File: src/median_config.svh
`ifndef MEDIAN_CONFIG_SVH
`define MEDIAN_CONFIG_SVH

//////////////////////////////////////////////////
// Median filter configuration
//////////////////////////////////////////////////

// Bits per pixel
`define MF_PIXEL_W 8

// Side length of the square window
`define MF_WIN 3

// Register stages between window in and median out
`define MF_LATENCY 3

`endif

File: src/median_pkg.sv
`include "median_config.svh"

package median_pkg;

    //////////////////////////////////////////////////
    // Pixel and window types
    //////////////////////////////////////////////////

    // One unsigned pixel
    typedef logic [`MF_PIXEL_W-1:0] pixel_t;

    // Three pixels, also the unit a sorter works on
    // Index 0 holds the smallest value once sorted
    typedef pixel_t [`MF_WIN-1:0] row_t;

    // Full window, indexed [row][column]
    typedef row_t [`MF_WIN-1:0] window_t;

endpackage

File: src/window_if.sv
interface window_if;

    //////////////////////////////////////////////////
    // Stage to stage window transfer
    //////////////////////////////////////////////////

    // High for one cycle per window, no back-pressure
    logic                valid;

    // Pixel payload, indexed [row][column]
    median_pkg::window_t win;

    // Producer side
    modport src (
        output valid,
        output win
    );

    // Consumer side
    modport dst (
        input  valid,
        input  win
    );

endinterface
File: src/column_sorter.sv
`include "median_config.svh"

module column_sorter (
    input  logic  i_clk,
    input  logic  i_rst,
    window_if.dst win_i,
    window_if.src win_o
);

    // Columns gathered into rows for the sorters
    median_pkg::row_t    col_in  [`MF_WIN];
    median_pkg::row_t    col_srt [`MF_WIN];
    median_pkg::window_t win_nxt;
    median_pkg::window_t win_q;
    logic                valid_q;

    //////////////////////////////////////////////////
    // Column sort
    //////////////////////////////////////////////////

    // Transpose so each sorter sees one column
    always_comb begin
        for (int c = 0; c < `MF_WIN; c++) begin
            for (int r = 0; r < `MF_WIN; r++) begin
                col_in[c][r] = win_i.win[r][c];
            end
        end
    end

    for (genvar c = 0; c < `MF_WIN; c++) begin : g_col
        sort3 u_sort (
            .i_vals   (col_in[c]),
            .o_sorted (col_srt[c])
        );
    end

    // Back into place, smallest of each column in row 0
    always_comb begin
        for (int c = 0; c < `MF_WIN; c++) begin
            for (int r = 0; r < `MF_WIN; r++) begin
                win_nxt[r][c] = col_srt[c][r];
            end
        end
    end

    //////////////////////////////////////////////////
    // Pipeline register
    //////////////////////////////////////////////////

    always_ff @(posedge i_clk or posedge i_rst) begin
        if (i_rst) begin
            valid_q <= 1'b0;
            win_q   <= '0;
        end else begin
            valid_q <= win_i.valid;
            if (win_i.valid) begin
                win_q <= win_nxt;
            end
        end
    end

    assign win_o.valid = valid_q;
    assign win_o.win   = win_q;

endmodule

File: src/diagonal_median.sv
`include "median_config.svh"

module diagonal_median (
    input  logic               i_clk,
    input  logic               i_rst,
    window_if.dst              win_i,
    output median_pkg::pixel_t o_median,
    output logic               o_valid
);

    median_pkg::row_t   diag;
    median_pkg::row_t   diag_srt;
    median_pkg::pixel_t median_q;
    logic               valid_q;

    //////////////////////////////////////////////////
    // Anti-diagonal sort
    //////////////////////////////////////////////////

    // Top right to bottom left
    // (0,2) (1,1) (2,0)
    always_comb begin
        for (int r = 0; r < `MF_WIN; r++) begin
            diag[r] = win_i.win[r][`MF_WIN-1-r];
        end
    end

    sort3 u_sort (
        .i_vals   (diag),
        .o_sorted (diag_srt)
    );

    //////////////////////////////////////////////////
    // Median register
    //////////////////////////////////////////////////

    // Middle of the sorted diagonal is the median of all nine
    always_ff @(posedge i_clk or posedge i_rst) begin
        if (i_rst) begin
            valid_q  <= 1'b0;
            median_q <= '0;
        end else begin
            valid_q <= win_i.valid;
            if (win_i.valid) begin
                median_q <= diag_srt[`MF_WIN/2];
            end
        end
    end

    // Held while no new window arrives
    assign o_median = median_q;
    assign o_valid  = valid_q;

endmodule

File: src/median_filter_3x3.sv
module median_filter_3x3 (
    input  logic               i_clk,
    input  logic               i_rst,

    // One full window per valid cycle
    input  logic               i_valid,

    // Row 0
    input  median_pkg::pixel_t i_pixel_00,
    input  median_pkg::pixel_t i_pixel_01,
    input  median_pkg::pixel_t i_pixel_02,

    // Row 1
    input  median_pkg::pixel_t i_pixel_10,
    input  median_pkg::pixel_t i_pixel_11,
    input  median_pkg::pixel_t i_pixel_12,

    // Row 2
    input  median_pkg::pixel_t i_pixel_20,
    input  median_pkg::pixel_t i_pixel_21,
    input  median_pkg::pixel_t i_pixel_22,

    output median_pkg::pixel_t o_median,
    output logic               o_valid
);

    //////////////////////////////////////////////////
    // Stage links
    //////////////////////////////////////////////////

    // Raw window from the ports
    window_if win_in ();

    // After column sort
    window_if win_col ();

    // After row sort
    window_if win_row ();

    // Highest index sits at the left of each concatenation
    assign win_in.valid = i_valid;
    assign win_in.win   = {
        {i_pixel_22, i_pixel_21, i_pixel_20},
        {i_pixel_12, i_pixel_11, i_pixel_10},
        {i_pixel_02, i_pixel_01, i_pixel_00}
    };

    //////////////////////////////////////////////////
    // Three stage pipeline
    //////////////////////////////////////////////////

    // Stage 1
    column_sorter u_column_sorter (
        .i_clk (i_clk),
        .i_rst (i_rst),
        .win_i (win_in.dst),
        .win_o (win_col.src)
    );

    // Stage 2
    row_sorter u_row_sorter (
        .i_clk (i_clk),
        .i_rst (i_rst),
        .win_i (win_col.dst),
        .win_o (win_row.src)
    );

    // Stage 3, median out
    diagonal_median u_diagonal_median (
        .i_clk    (i_clk),
        .i_rst    (i_rst),
        .win_i    (win_row.dst),
        .o_median (o_median),
        .o_valid  (o_valid)
    );

endmodule

File: src/row_sorter.sv
`include "median_config.svh"

module row_sorter (
    input  logic  i_clk,
    input  logic  i_rst,
    window_if.dst win_i,
    window_if.src win_o
);

    // Sorted rows, one per sorter
    median_pkg::row_t    row_srt [`MF_WIN];
    median_pkg::window_t win_nxt;
    median_pkg::window_t win_q;
    logic                valid_q;

    //////////////////////////////////////////////////
    // Row sort
    //////////////////////////////////////////////////

    // Input columns are already sorted, so after this
    // step the window is ordered along both axes
    for (genvar r = 0; r < `MF_WIN; r++) begin : g_row
        sort3 u_sort (
            .i_vals   (win_i.win[r]),
            .o_sorted (row_srt[r])
        );
    end

    // Reassemble the window
    always_comb begin
        for (int r = 0; r < `MF_WIN; r++) begin
            win_nxt[r] = row_srt[r];
        end
    end

    //////////////////////////////////////////////////
    // Pipeline register
    //////////////////////////////////////////////////

    // Valid follows every cycle, data only on valid
    always_ff @(posedge i_clk or posedge i_rst) begin
        if (i_rst) begin
            valid_q <= 1'b0;
            win_q   <= '0;
        end else begin
            valid_q <= win_i.valid;
            if (win_i.valid) begin
                win_q <= win_nxt;
            end
        end
    end

    assign win_o.valid = valid_q;
    assign win_o.win   = win_q;

endmodule

File: src/sort3.sv
module sort3 (
    input  median_pkg::row_t i_vals,
    output median_pkg::row_t o_sorted
);

    // Partial results after each compare-exchange
    median_pkg::row_t s1;
    median_pkg::row_t s2;

    // Order slots 0 and 1
    always_comb begin
        s1 = i_vals;
        if (i_vals[0] > i_vals[1]) begin
            s1[0] = i_vals[1];
            s1[1] = i_vals[0];
        end
    end

    // Largest value ends up in slot 2
    always_comb begin
        s2 = s1;
        if (s1[1] > s1[2]) begin
            s2[1] = s1[2];
            s2[2] = s1[1];
        end
    end

    // Last exchange settles min and mid
    always_comb begin
        o_sorted = s2;
        if (s2[0] > s2[1]) begin
            o_sorted[0] = s2[1];
            o_sorted[1] = s2[0];
        end
    end

endmodule

File: config.mk
export PLATFORM = sky130hd
export DESIGN_NAME = median_filter_3x3
export DESIGN_NICKNAME = d
export VERILOG_FILES = /design/src/median_pkg.sv /design/src/window_if.sv /design/src/column_sorter.sv /design/src/diagonal_median.sv /design/src/median_filter_3x3.sv /design/src/row_sorter.sv /design/src/sort3.sv
export VERILOG_INCLUDE_DIRS = /design/src
export SDC_FILE = /design/constraint.sdc
export NUM_CORES = 1
export LEC_CHECK = 0
export BUFFER_PORTS_ARGS = -buffer_cell sky130_fd_sc_hd__buf_2
export CORE_ASPECT_RATIO = 0.7
export CORE_MARGIN = 2
export CORE_UTILIZATION = 50
export CTS_BUF_LIST = sky130_fd_sc_hd__clkbuf_8
export CTS_CLUSTER_SIZE = 28
export DETAILED_ROUTE_END_ITERATION = 8
export PLACE_DENSITY = 0.72
export REMOVE_ABC_BUFFERS = 1
export SYNTH_ARGS = -nofsm -noshare
export SYNTH_HDL_FRONTEND = slang
export SYNTH_SLANG_ARGS = --single-unit
File: constraint.sdc
create_clock -name i_clk -period 7.53 [get_ports i_clk]
set_clock_uncertainty 0.15 [all_clocks]
set_input_delay 0.3765 -clock i_clk [delete_from_list [all_inputs] [get_ports i_clk]]
set_output_delay 0.3765 -clock i_clk [all_outputs]
set_load 0.1 [all_outputs]
# After elaboration in Yosys (flattened, before gate mapping)
# Index checks and enable logic that the tools add are counted.
# totals
register_bits,107
mem_bits_ro,0
word_cells,56
out_inout_bits,9
n_memories,0
inputBits,75
ram_bits,0
latch_bits,0
# op_classes
n_shift,0
n_eq_ne,0
n_reduce_logical,0
bitwise,0
n_addsub,0
n_mux,20
magnitude_cmp,20
div_mod_pow,0
multipliers,0
# op_table
operator,count
$mux 16,16
$gt 8x8->1,20
$mux 8,4

# Depth between registers and ports, before layout
# Gate-level depths: netlist of run 1.
# logic_depth
word_depth,6
mapped_depth,26

# Modules after synthesis
# A second synthesis of run 1 with hierarchy kept.
# hier_totals
hier_cells,1504
hier_area_um2,16249.3
# by_module_without_submodules
mod,cells_each,area_per_inst_um2,seq_area_each_um2,instances
sort3 at u_column_sorter.g_col[0].u_sort ...,170,1417.6,0.0,6
column_sorter,154,3055.4,1826.8,1
row_sorter,154,3055.4,1826.8,1
sort3 at u_row_sorter.g_row[2].u_sort,157,1272.5,0.0,1
diagonal_median,19,360.3,225.2,1

# Worst setup path after synthesis of run 1
# Ideal clock, no wire load.
# synth_path
kind,register to register
startpoint,reg u_column_sorter.win_q (netlist bit u_column_sorter.win_o.win[31])
endpoint,reg u_row_sorter.win_q (netlist bit u_row_sorter.win_o.win[33])
path_slack_ns,2.170
arrival_time_ns,5.067
path_stages_with_launch,24
path_buffers,4
cell_sequence,dfrtp_1 > ha_1 > and4_1 > buf_2 > nand2_4 > o211ai_1 > and2_1 > buf_2 > buf_6 > mux2_2 > ha_1 > and3_1 > a221o_1 > a22oi_2 > o211ai_1 > o21ai_0 > ha_1 > and4b_1 > a211oi_1 > nor2_1 > o22ai_1 > or2_2 > clkbuf_2 > o221ai_1
# synth_between
elab_chain_cells,6
# synth_lines
item,line,source
"start, declared",column_sorter.sv:14,median_pkg::window_t win_q;
"start signal, assigned",column_sorter.sv:57,win_q <= win_nxt;
$gt 8x8->1,sort3.sv:13,if (i_vals[0] > i_vals[1]) begin
$mux 16 (*),sort3.sv:13,
$gt 8x8->1,sort3.sv:22,if (s1[1] > s1[2]) begin
$mux 8,sort3.sv:22,
$gt 8x8->1,sort3.sv:31,if (s2[0] > s2[1]) begin
$mux 16 (*),sort3.sv:31,
"end signal, assigned",row_sorter.sv:48,win_q <= win_nxt;
"end, declared",row_sorter.sv:13,median_pkg::window_t win_q;
# Every way passes the cells marked *; elsewhere a longest branch is shown, timed or not.
# A chain may end at the register's enable or synchronous reset.

# Worst setup path after layout of run 1
# layout_path
startpoint,reg u_column_sorter.win_q (netlist bit u_column_sorter.win_o.win[39])
endpoint,reg u_row_sorter.win_q (netlist bit u_row_sorter.win_o.win[32])
# The elaborated chain is that of the path after synthesis.

==> flow_metrics.env, run 1 <==
export IMPL_final_setup_tns_ns=0
export IMPL_grt_usage_pct=28.2
export IMPL_die_w_um=187
export IMPL_ant_nets=0
export IMPL_drt_total_wl_um=35300
export IMPL_p_per_area_mw_per_mm2=504
export IMPL_htree_levels=3
export IMPL_io_buffer_count=83
export IMPL_outcome="completed"
export IMPL_cts_hold_buf=1
export IMPL_holdWs_ns=0.136
export IMPL_post_cts_setup_buffers=0
export IMPL_grt_antenna_before_repair=0
export IMPL_synth_area_leaders="dfrtp_1 (23%), ha_1 (17%), inv_1 (4.9%)"
export IMPL_synth_area_per_cell_um2=8.10
export IMPL_cts_resized=0
export IMPL_overflow=0
export IMPL_peakVddDrop_mv=0.384
export IMPL_netlist_cell_type_count=69
export IMPL_critPathCaptureType="register"
export IMPL_critPathKind="reg -> reg"
export IMPL_crit_arrival_ns=7.03
export IMPL_synthFlopType="dfrtp_1"
export IMPL_rsz0062_at_grt="false"
export IMPL_clock_sinks=107
export IMPL_required_ns=7.71
export IMPL_drive_gt1_share_pct=12.2
export IMPL_max_freq_ghz=0.146
export IMPL_fin_crit_sh_pct=91.0
export IMPL_vias=11538
export IMPL_core_area_mm2=0.0228
export IMPL_fp_row_count=46
export IMPL_final_area_mm2=0.0124
export IMPL_grt_pass1_vias=10323
export IMPL_synth_top_area_cell="dfrtp_1"
export IMPL_synth_edff_count=0
export IMPL_finalMaxSlewViolations=0
export IMPL_relSlewSlack_pct=35.5
export IMPL_fillCellCount=2118
export IMPL_critPathLaunchType="register"
export IMPL_cts_buffers=9
export IMPL_maxCapViolations=0
export IMPL_dpl_cell_count=1778
export IMPL_finalPower_mw=6.27
export IMPL_routed_via_density=6.43
export IMPL_final_hold_viol_count=0
export IMPL_cts_tree="done"
export IMPL_syn2layout_area_growth_pct=5.78
export IMPL_die_area_mm2=0.0248
export IMPL_period_needed_ns=6.85
export IMPL_detail_route_wl_per_cell_um=19.7
export IMPL_postSynthCellCount=1452
export IMPL_clk_pin_slew_ns=0.11
export IMPL_die_y_um=132
export IMPL_syn_area_mm2=0.0118
export IMPL_hold_path_class="in -> reg"
export IMPL_cp_max_fo=18
export IMPL_tightest_slew_ns=0.968
export IMPL_p_leak_nw=5.91
export IMPL_grt_pass1_wl_um=56100
export IMPL_grt_max_degree=75
export IMPL_yosys_warnings=0
export IMPL_drt_initial_drc_count=1506
export IMPL_final_cells=1795
export IMPL_synth_top_area_share_pct=22.8
export IMPL_finalSetupViolations=0
export IMPL_cts_root_buf="clkbuf_8"
export IMPL_antenna_cells=0
export IMPL_start_util_pct=51.5
export IMPL_first_pass_iters=5
export IMPL_async_flop_share_pct=100
export IMPL_cts_buffer_depth=2
export IMPL_synth_seq_area_share_pct=22.8
export IMPL_num_nets_final=1713
export IMPL_dp_hpwl_um=28300
export IMPL_clkLatencyLatePin_ns=0.41
export IMPL_routabilityCongestion=0.986
export IMPL_placed_area_mm2=0.0123
export IMPL_ios=84
export IMPL_drc=0
export IMPL_synth_seq_cells=107
through the flow:
step | util [%] | setup slack, ns
floorplan | - | 1.67
global placement | 53.6 | 0.881
detailed placement | 53.6 | 0.771
CTS | 54.4 | 0.816
global route | 54.4 | 0.255
finish | 54.4 | 0.679
layout make-up:
type	count	area, um^2	area share, %
Clock buffer	9	124	0.996
Clock inverter	7	48.8	0.392
Timing Repair Buffer	94	503	4.04
Sequential cell	107	2680	21.5
Inverter	155	584	4.70
Tap cell	312	390	3.14
Multi-Input combinational cell	1111	8110	65.2
per-layer routing:
metal  track usage [%]  wire length, um
met3              4.63             3250
met4              4.41              385
met1              46.4            18000
met2              38.1            13700
met5                 0                0
where the power goes:
| group | switching (mW) | leakage, nW | total, mW | internal [mW] |
|---|---|---|---|---|
| Combinational | 2.99 | 4.54 | 4.87 | 1.88 |
| Clock | 0.226 | 0.0960 | 0.349 | 0.123 |
| Sequential | 0.246 | 1.28 | 1.06 | 0.812 |
worst paths after layout:
check / endpoint / slack (ns) / cells after the start / start
setup / recovery: u_row_sorter.win_o.win[32] / 0.68 / 20 / u_column_sorter.win_o.win[39]
hold / removal: u_column_sorter.win_o.win[63] / 0.14 / 3 / i_pixel_21[7]
setup reg to reg: u_row_sorter.win_o.win[32] / 0.68 / 20 / u_column_sorter.win_o.win[39]
hold reg to reg: u_diagonal_median.o_median[7] / 0.35 / 2 / u_diagonal_median.o_median[7]
max in group asynchronous: u_column_sorter.win_o.win[11] / 5.50 / 4 / i_rst
min in group asynchronous: u_diagonal_median.o_median[1] / 0.38 / 3 / i_rst
kinds of logic (layout without fill, tap and decap cells):
group,count (synthesis),after routing,synth area share [%]
AO/OA/AOI/OAI,502,502,29.7
adder cells (fa/ha/maj),160,160,17.0
buffers and inverters,234,265,8.30
flip-flops,107,107,22.8
multiplexers,25,25,2.20
AND/OR/NAND/NOR,424,424,20.0
cell usage in the layout (no fill, tap or decap), types with 5 or more instances in the layout:
cell	synthesis	layout
o22ai_1	30	30
nand2b_1	23	23
buf_4	3	11
a31oi_1	34	34
o211ai_1	22	22
o221ai_1	32	32
and4_1	14	14
o21a_1	13	13
nand3_1	74	74
a221o_1	8	8
or2_1	12	12
dfrtp_1	107	107
nand2_1	48	48
clkbuf_8	0	9
o31ai_2	6	6
o31ai_1	9	9
o21ai_1	8	8
nor2_1	52	52
mux2_2	7	7
o2111ai_1	8	8
nor2b_1	24	24
a21oi_1	92	92
mux2i_1	18	18
and3_1	57	57
nor3_1	32	32
buf_2	20	82
o21ai_0	105	105
o311ai_1	8	8
o211a_1	5	5
ha_1	160	160
a41oi_1	11	11
o311ai_0	26	26
or2_2	37	37
a21boi_0	23	23
a21o_1	18	18
nand4_1	23	23
inv_1	155	155
and2_1	14	14
worst max-delay path: stages (launching register included):
cell	delay [ns]
dfrtp_1	0.44
inv_1	0.09
ha_1	0.31
and4_1	0.48
nand2_4	0.22
nand2_1	0.41
and2_1	0.61
mux2_2	0.41
ha_1	0.29
and3_1	0.22
a221o_1	0.38
a22oi_2	0.40
o211ai_1	0.20
o21ai_0	0.21
ha_1	0.27
and4b_1	0.21
a211oi_1	0.25
nor2_1	0.07
o22ai_1	0.61
o2111ai_1	0.36
o211ai_1	0.18
synthesized netlist by cell type, drive strengths merged, types with 23 or more instances:
cell	count
nor3	32
inv	155
nand4	24
o22ai	30
dfrtp	107
nand3	74
nor2b	24
o221ai	32
or2	49
a21oi	93
nand2b	23
and3	57
a31oi	34
ha	160
nand2	50
a21boi	23
buf	31
nor2	52
o311ai	34
o211ai	23
o21ai	115
clkbuf	48
flip-flops by register name (all words and copies together), names as in the netlist:
register and cells:
u_column_sorter.win_o.valid 1, u_diagonal_median.o_median 8, u_column_sorter.win_o.win 72, u_diagonal_median.o_valid 1, u_row_sorter.win_o.valid 1, u_row_sorter.win_o.win 24
(Power assumes the default switching activity.)
==> inputs of run 2 (changes only) <==
==> constraint.sdc (replaced) <==
create_clock -name i_clk -period 7.53 [get_ports i_clk]
set_clock_uncertainty 0.15 [all_clocks]
set_input_delay 1.506 -clock i_clk [delete_from_list [all_inputs] [get_ports i_clk]]
set_output_delay 1.506 -clock i_clk [all_outputs]
set_load 0.1 [all_outputs]
==> run 2 against run 1 <==
Net effect: sequential cell count did not move; total power is 2.5% higher; sequential share of layout area decreased by 0.16 points; non-clock buffer count is 10 higher; clock-buffer cell count up 1; routed wire length is 1.3% higher; critical path depth is 1 higher; worst hold slack improved by 0.22 ns; utilization rose by 0.40 points; largest cell class unchanged.
==> flow_metrics.env, run 2 (synthesis gave the netlist of run 1 again) <==
export IMPL_outcome="completed"
export IMPL_power_frac_comb_pct=77.9
export IMPL_dpl_cell_count=1789
export IMPL_overflow=0
export IMPL_power_frac_seq_pct=16.5
export IMPL_drc=0
export IMPL_cpMaxStageDelayCell="and2_1"
export IMPL_gr_usage_met1_pct=46.5
export IMPL_antenna_cells=0
export IMPL_first_pass_iters=5
export IMPL_vias=11726
export IMPL_clock_sinks=107
export IMPL_period_needed_ns=6.94
export IMPL_fp_row_count=46
export IMPL_finalMaxSlewViolations=0
export IMPL_layout_common_cells="ha_1 (160), inv_1 (154), dfrtp_1 (107)"
export IMPL_num_nets_final=1723
export IMPL_die_w_um=187
export IMPL_critPathKind="in -> reg"
export IMPL_critPathCaptureType="register"
export IMPL_fillCellCount=2174
export IMPL_finalSetupViolations=0
export IMPL_power_frac_clock_pct=5.6
export IMPL_cts_resized=0
export IMPL_final_common_cell="ha_1"
export IMPL_cts_root_buf="clkbuf_8"
export IMPL_start_util_pct=51.5
export IMPL_clk_pin_slew_ns=0.11
export IMPL_die_area_mm2=0.0248
export IMPL_relSlewSlack_pct=38.5
export IMPL_clkLatencyLatePin_ns=0.40
export IMPL_drive_gt1_share_pct=13.0
export IMPL_grt_pass1_wl_um=57600
export IMPL_critPathLaunchType="input port"
export IMPL_intPower_mw=2.86
export IMPL_cts_tree="done"
export IMPL_cp_max_fo=29
export IMPL_crit_arrival_ns=7.12
export IMPL_busiest_layer="met1"
export IMPL_p_switching_mw=3.57
export IMPL_final_hold_viol_count=0
export IMPL_hold_path_class="reg -> reg"
export IMPL_grtUsageMet2_pct=39.5
export IMPL_critPathMaxStageDelay_ns=0.74
export IMPL_peakVddDrop_mv=0.380
export IMPL_fin_crit_sh_pct=92.2
export IMPL_detail_route_wl_per_cell_um=19.8
export IMPL_seqCellArea_mm2=0.00268
export IMPL_ant_nets=0
export IMPL_cts_buffer_depth=2
export IMPL_p_leak_nw=5.97
export IMPL_rsz0062_at_grt="false"
export IMPL_htree_levels=3
export IMPL_grt_max_degree=73
export IMPL_cts_buffers=9
export IMPL_routed_via_density=6.50
export IMPL_post_cts_setup_buffers=0
export IMPL_grt_pass1_vias=10561
export IMPL_p_per_area_mw_per_mm2=513
export IMPL_final_setup_tns_ns=0
export IMPL_die_y_um=132
export IMPL_grt_antenna_before_repair=0
export IMPL_worstPathCellList="buf_2 > inv_1 > ha_1 > nor2b_1 > o211ai_1 > a211o_1 > a21boi_0 > or2_1 > ha_1 > and4b_1 > a211oi_1 > o211ai_1 > and2_1 > o21ai_0 > ha_1 > nand3_1 > o221a_2 > o211ai_1 > and2_1 > o311ai_0 > a31oi_1"
export IMPL_met3_usage_pct=6.23
export IMPL_drt_initial_drc_count=1513
export IMPL_largest_register_ffs=72
export IMPL_core_area_mm2=0.0228
export IMPL_dp_hpwl_um=28600
export IMPL_ios=84
export IMPL_routabilityCongestion=1.00
export IMPL_swShare_pct=55.5
export IMPL_final_cells=1805
export IMPL_syn2layout_area_growth_pct=6.55
export IMPL_drt_total_wl_um=35700
export IMPL_io_buffer_count=83
export IMPL_multi_input_area_mm2=0.00811
export IMPL_required_ns=7.71
export IMPL_max_freq_ghz=0.144
export IMPL_cts_hold_buf=0
export IMPL_grt_usage_pct=29.0
export IMPL_tightest_slew_ns=0.922
export IMPL_maxCapViolations=0
[run 2: cell type report]
| type | instances | area share [%] |
|---|---|---|
| multi-input combinational | 1111 | 64.8 |
| sequential | 107 | 21.4 |
| inverter | 155 | 4.66 |
| timing repair buffer | 104 | 4.59 |
| tap | 312 | 3.12 |
| clock buffer | 10 | 1.10 |
| clock inverter | 6 | 0.409 |
[run 2: worst paths after layout]
kind	from	end	slack, ns	cells after the start
max	i_pixel_10[1]	u_column_sorter.win_o.win[0]	0.59	21
min	u_diagonal_median.o_median[0]	u_diagonal_median.o_median[0]	0.36	2
max reg2reg	u_column_sorter.win_o.win[39]	u_row_sorter.win_o.win[37]	0.95	22
min reg2reg	u_diagonal_median.o_median[0]	u_diagonal_median.o_median[0]	0.36	2
max in group asynchronous	i_rst	u_column_sorter.win_o.win[6]	4.97	3
min in group asynchronous	i_rst	u_diagonal_median.o_median[6]	0.97	2
[run 2: per-layer routing]
layer | wire length, um | part of all wire (%)
met3 | 3610 | 10
met4 | 344 | 0.96
met5 | 0 | 0
met2 | 14000 | 39
met1 | 17800 | 50
[run 2: worst max-delay path: cells and delay by family]
kind | cells | cell delay, ns
buf+inv | 2 | 0.13
fa+ha+maj | 3 | 0.95
simple gates | 6 | 1.99
compound gates | 10 | 2.53
[run 2: power groups by stage]
stage | registers (mW) | clock network (mW) | logic, mW
finish | 1.06 | 0.359 | 5.01
global route | 1.08 | 0.394 | 5.57
CTS | 1.05 | 0.366 | 4.87
detailed placement | 1.06 | 0 | 4.83
global placement | 1.06 | 0 | 4.72
floorplan | 1.11 | 0 | 3.44
[run 2: through the flow]
| step | hold slack (ns) | worst slack, ns | instance area (um^2) | power, mW | util, % |
|---|---|---|---|---|---|
| final | 0.356 | 0.588 | 12500 | 6.43 | 54.8 |
| after global routing | 0.401 | 0.121 | 12500 | 7.05 | 54.8 |
| after CTS | 0.364 | 0.637 | 12500 | 6.29 | 54.8 |
| after detailed placement | 0.334 | 0.238 | 12300 | 5.90 | 54.0 |
| after global placement | 0.331 | 0.253 | 12300 | 5.77 | 54.0 |
| after floorplan | 0.330 | 0.544 | 11400 | 4.55 | - |
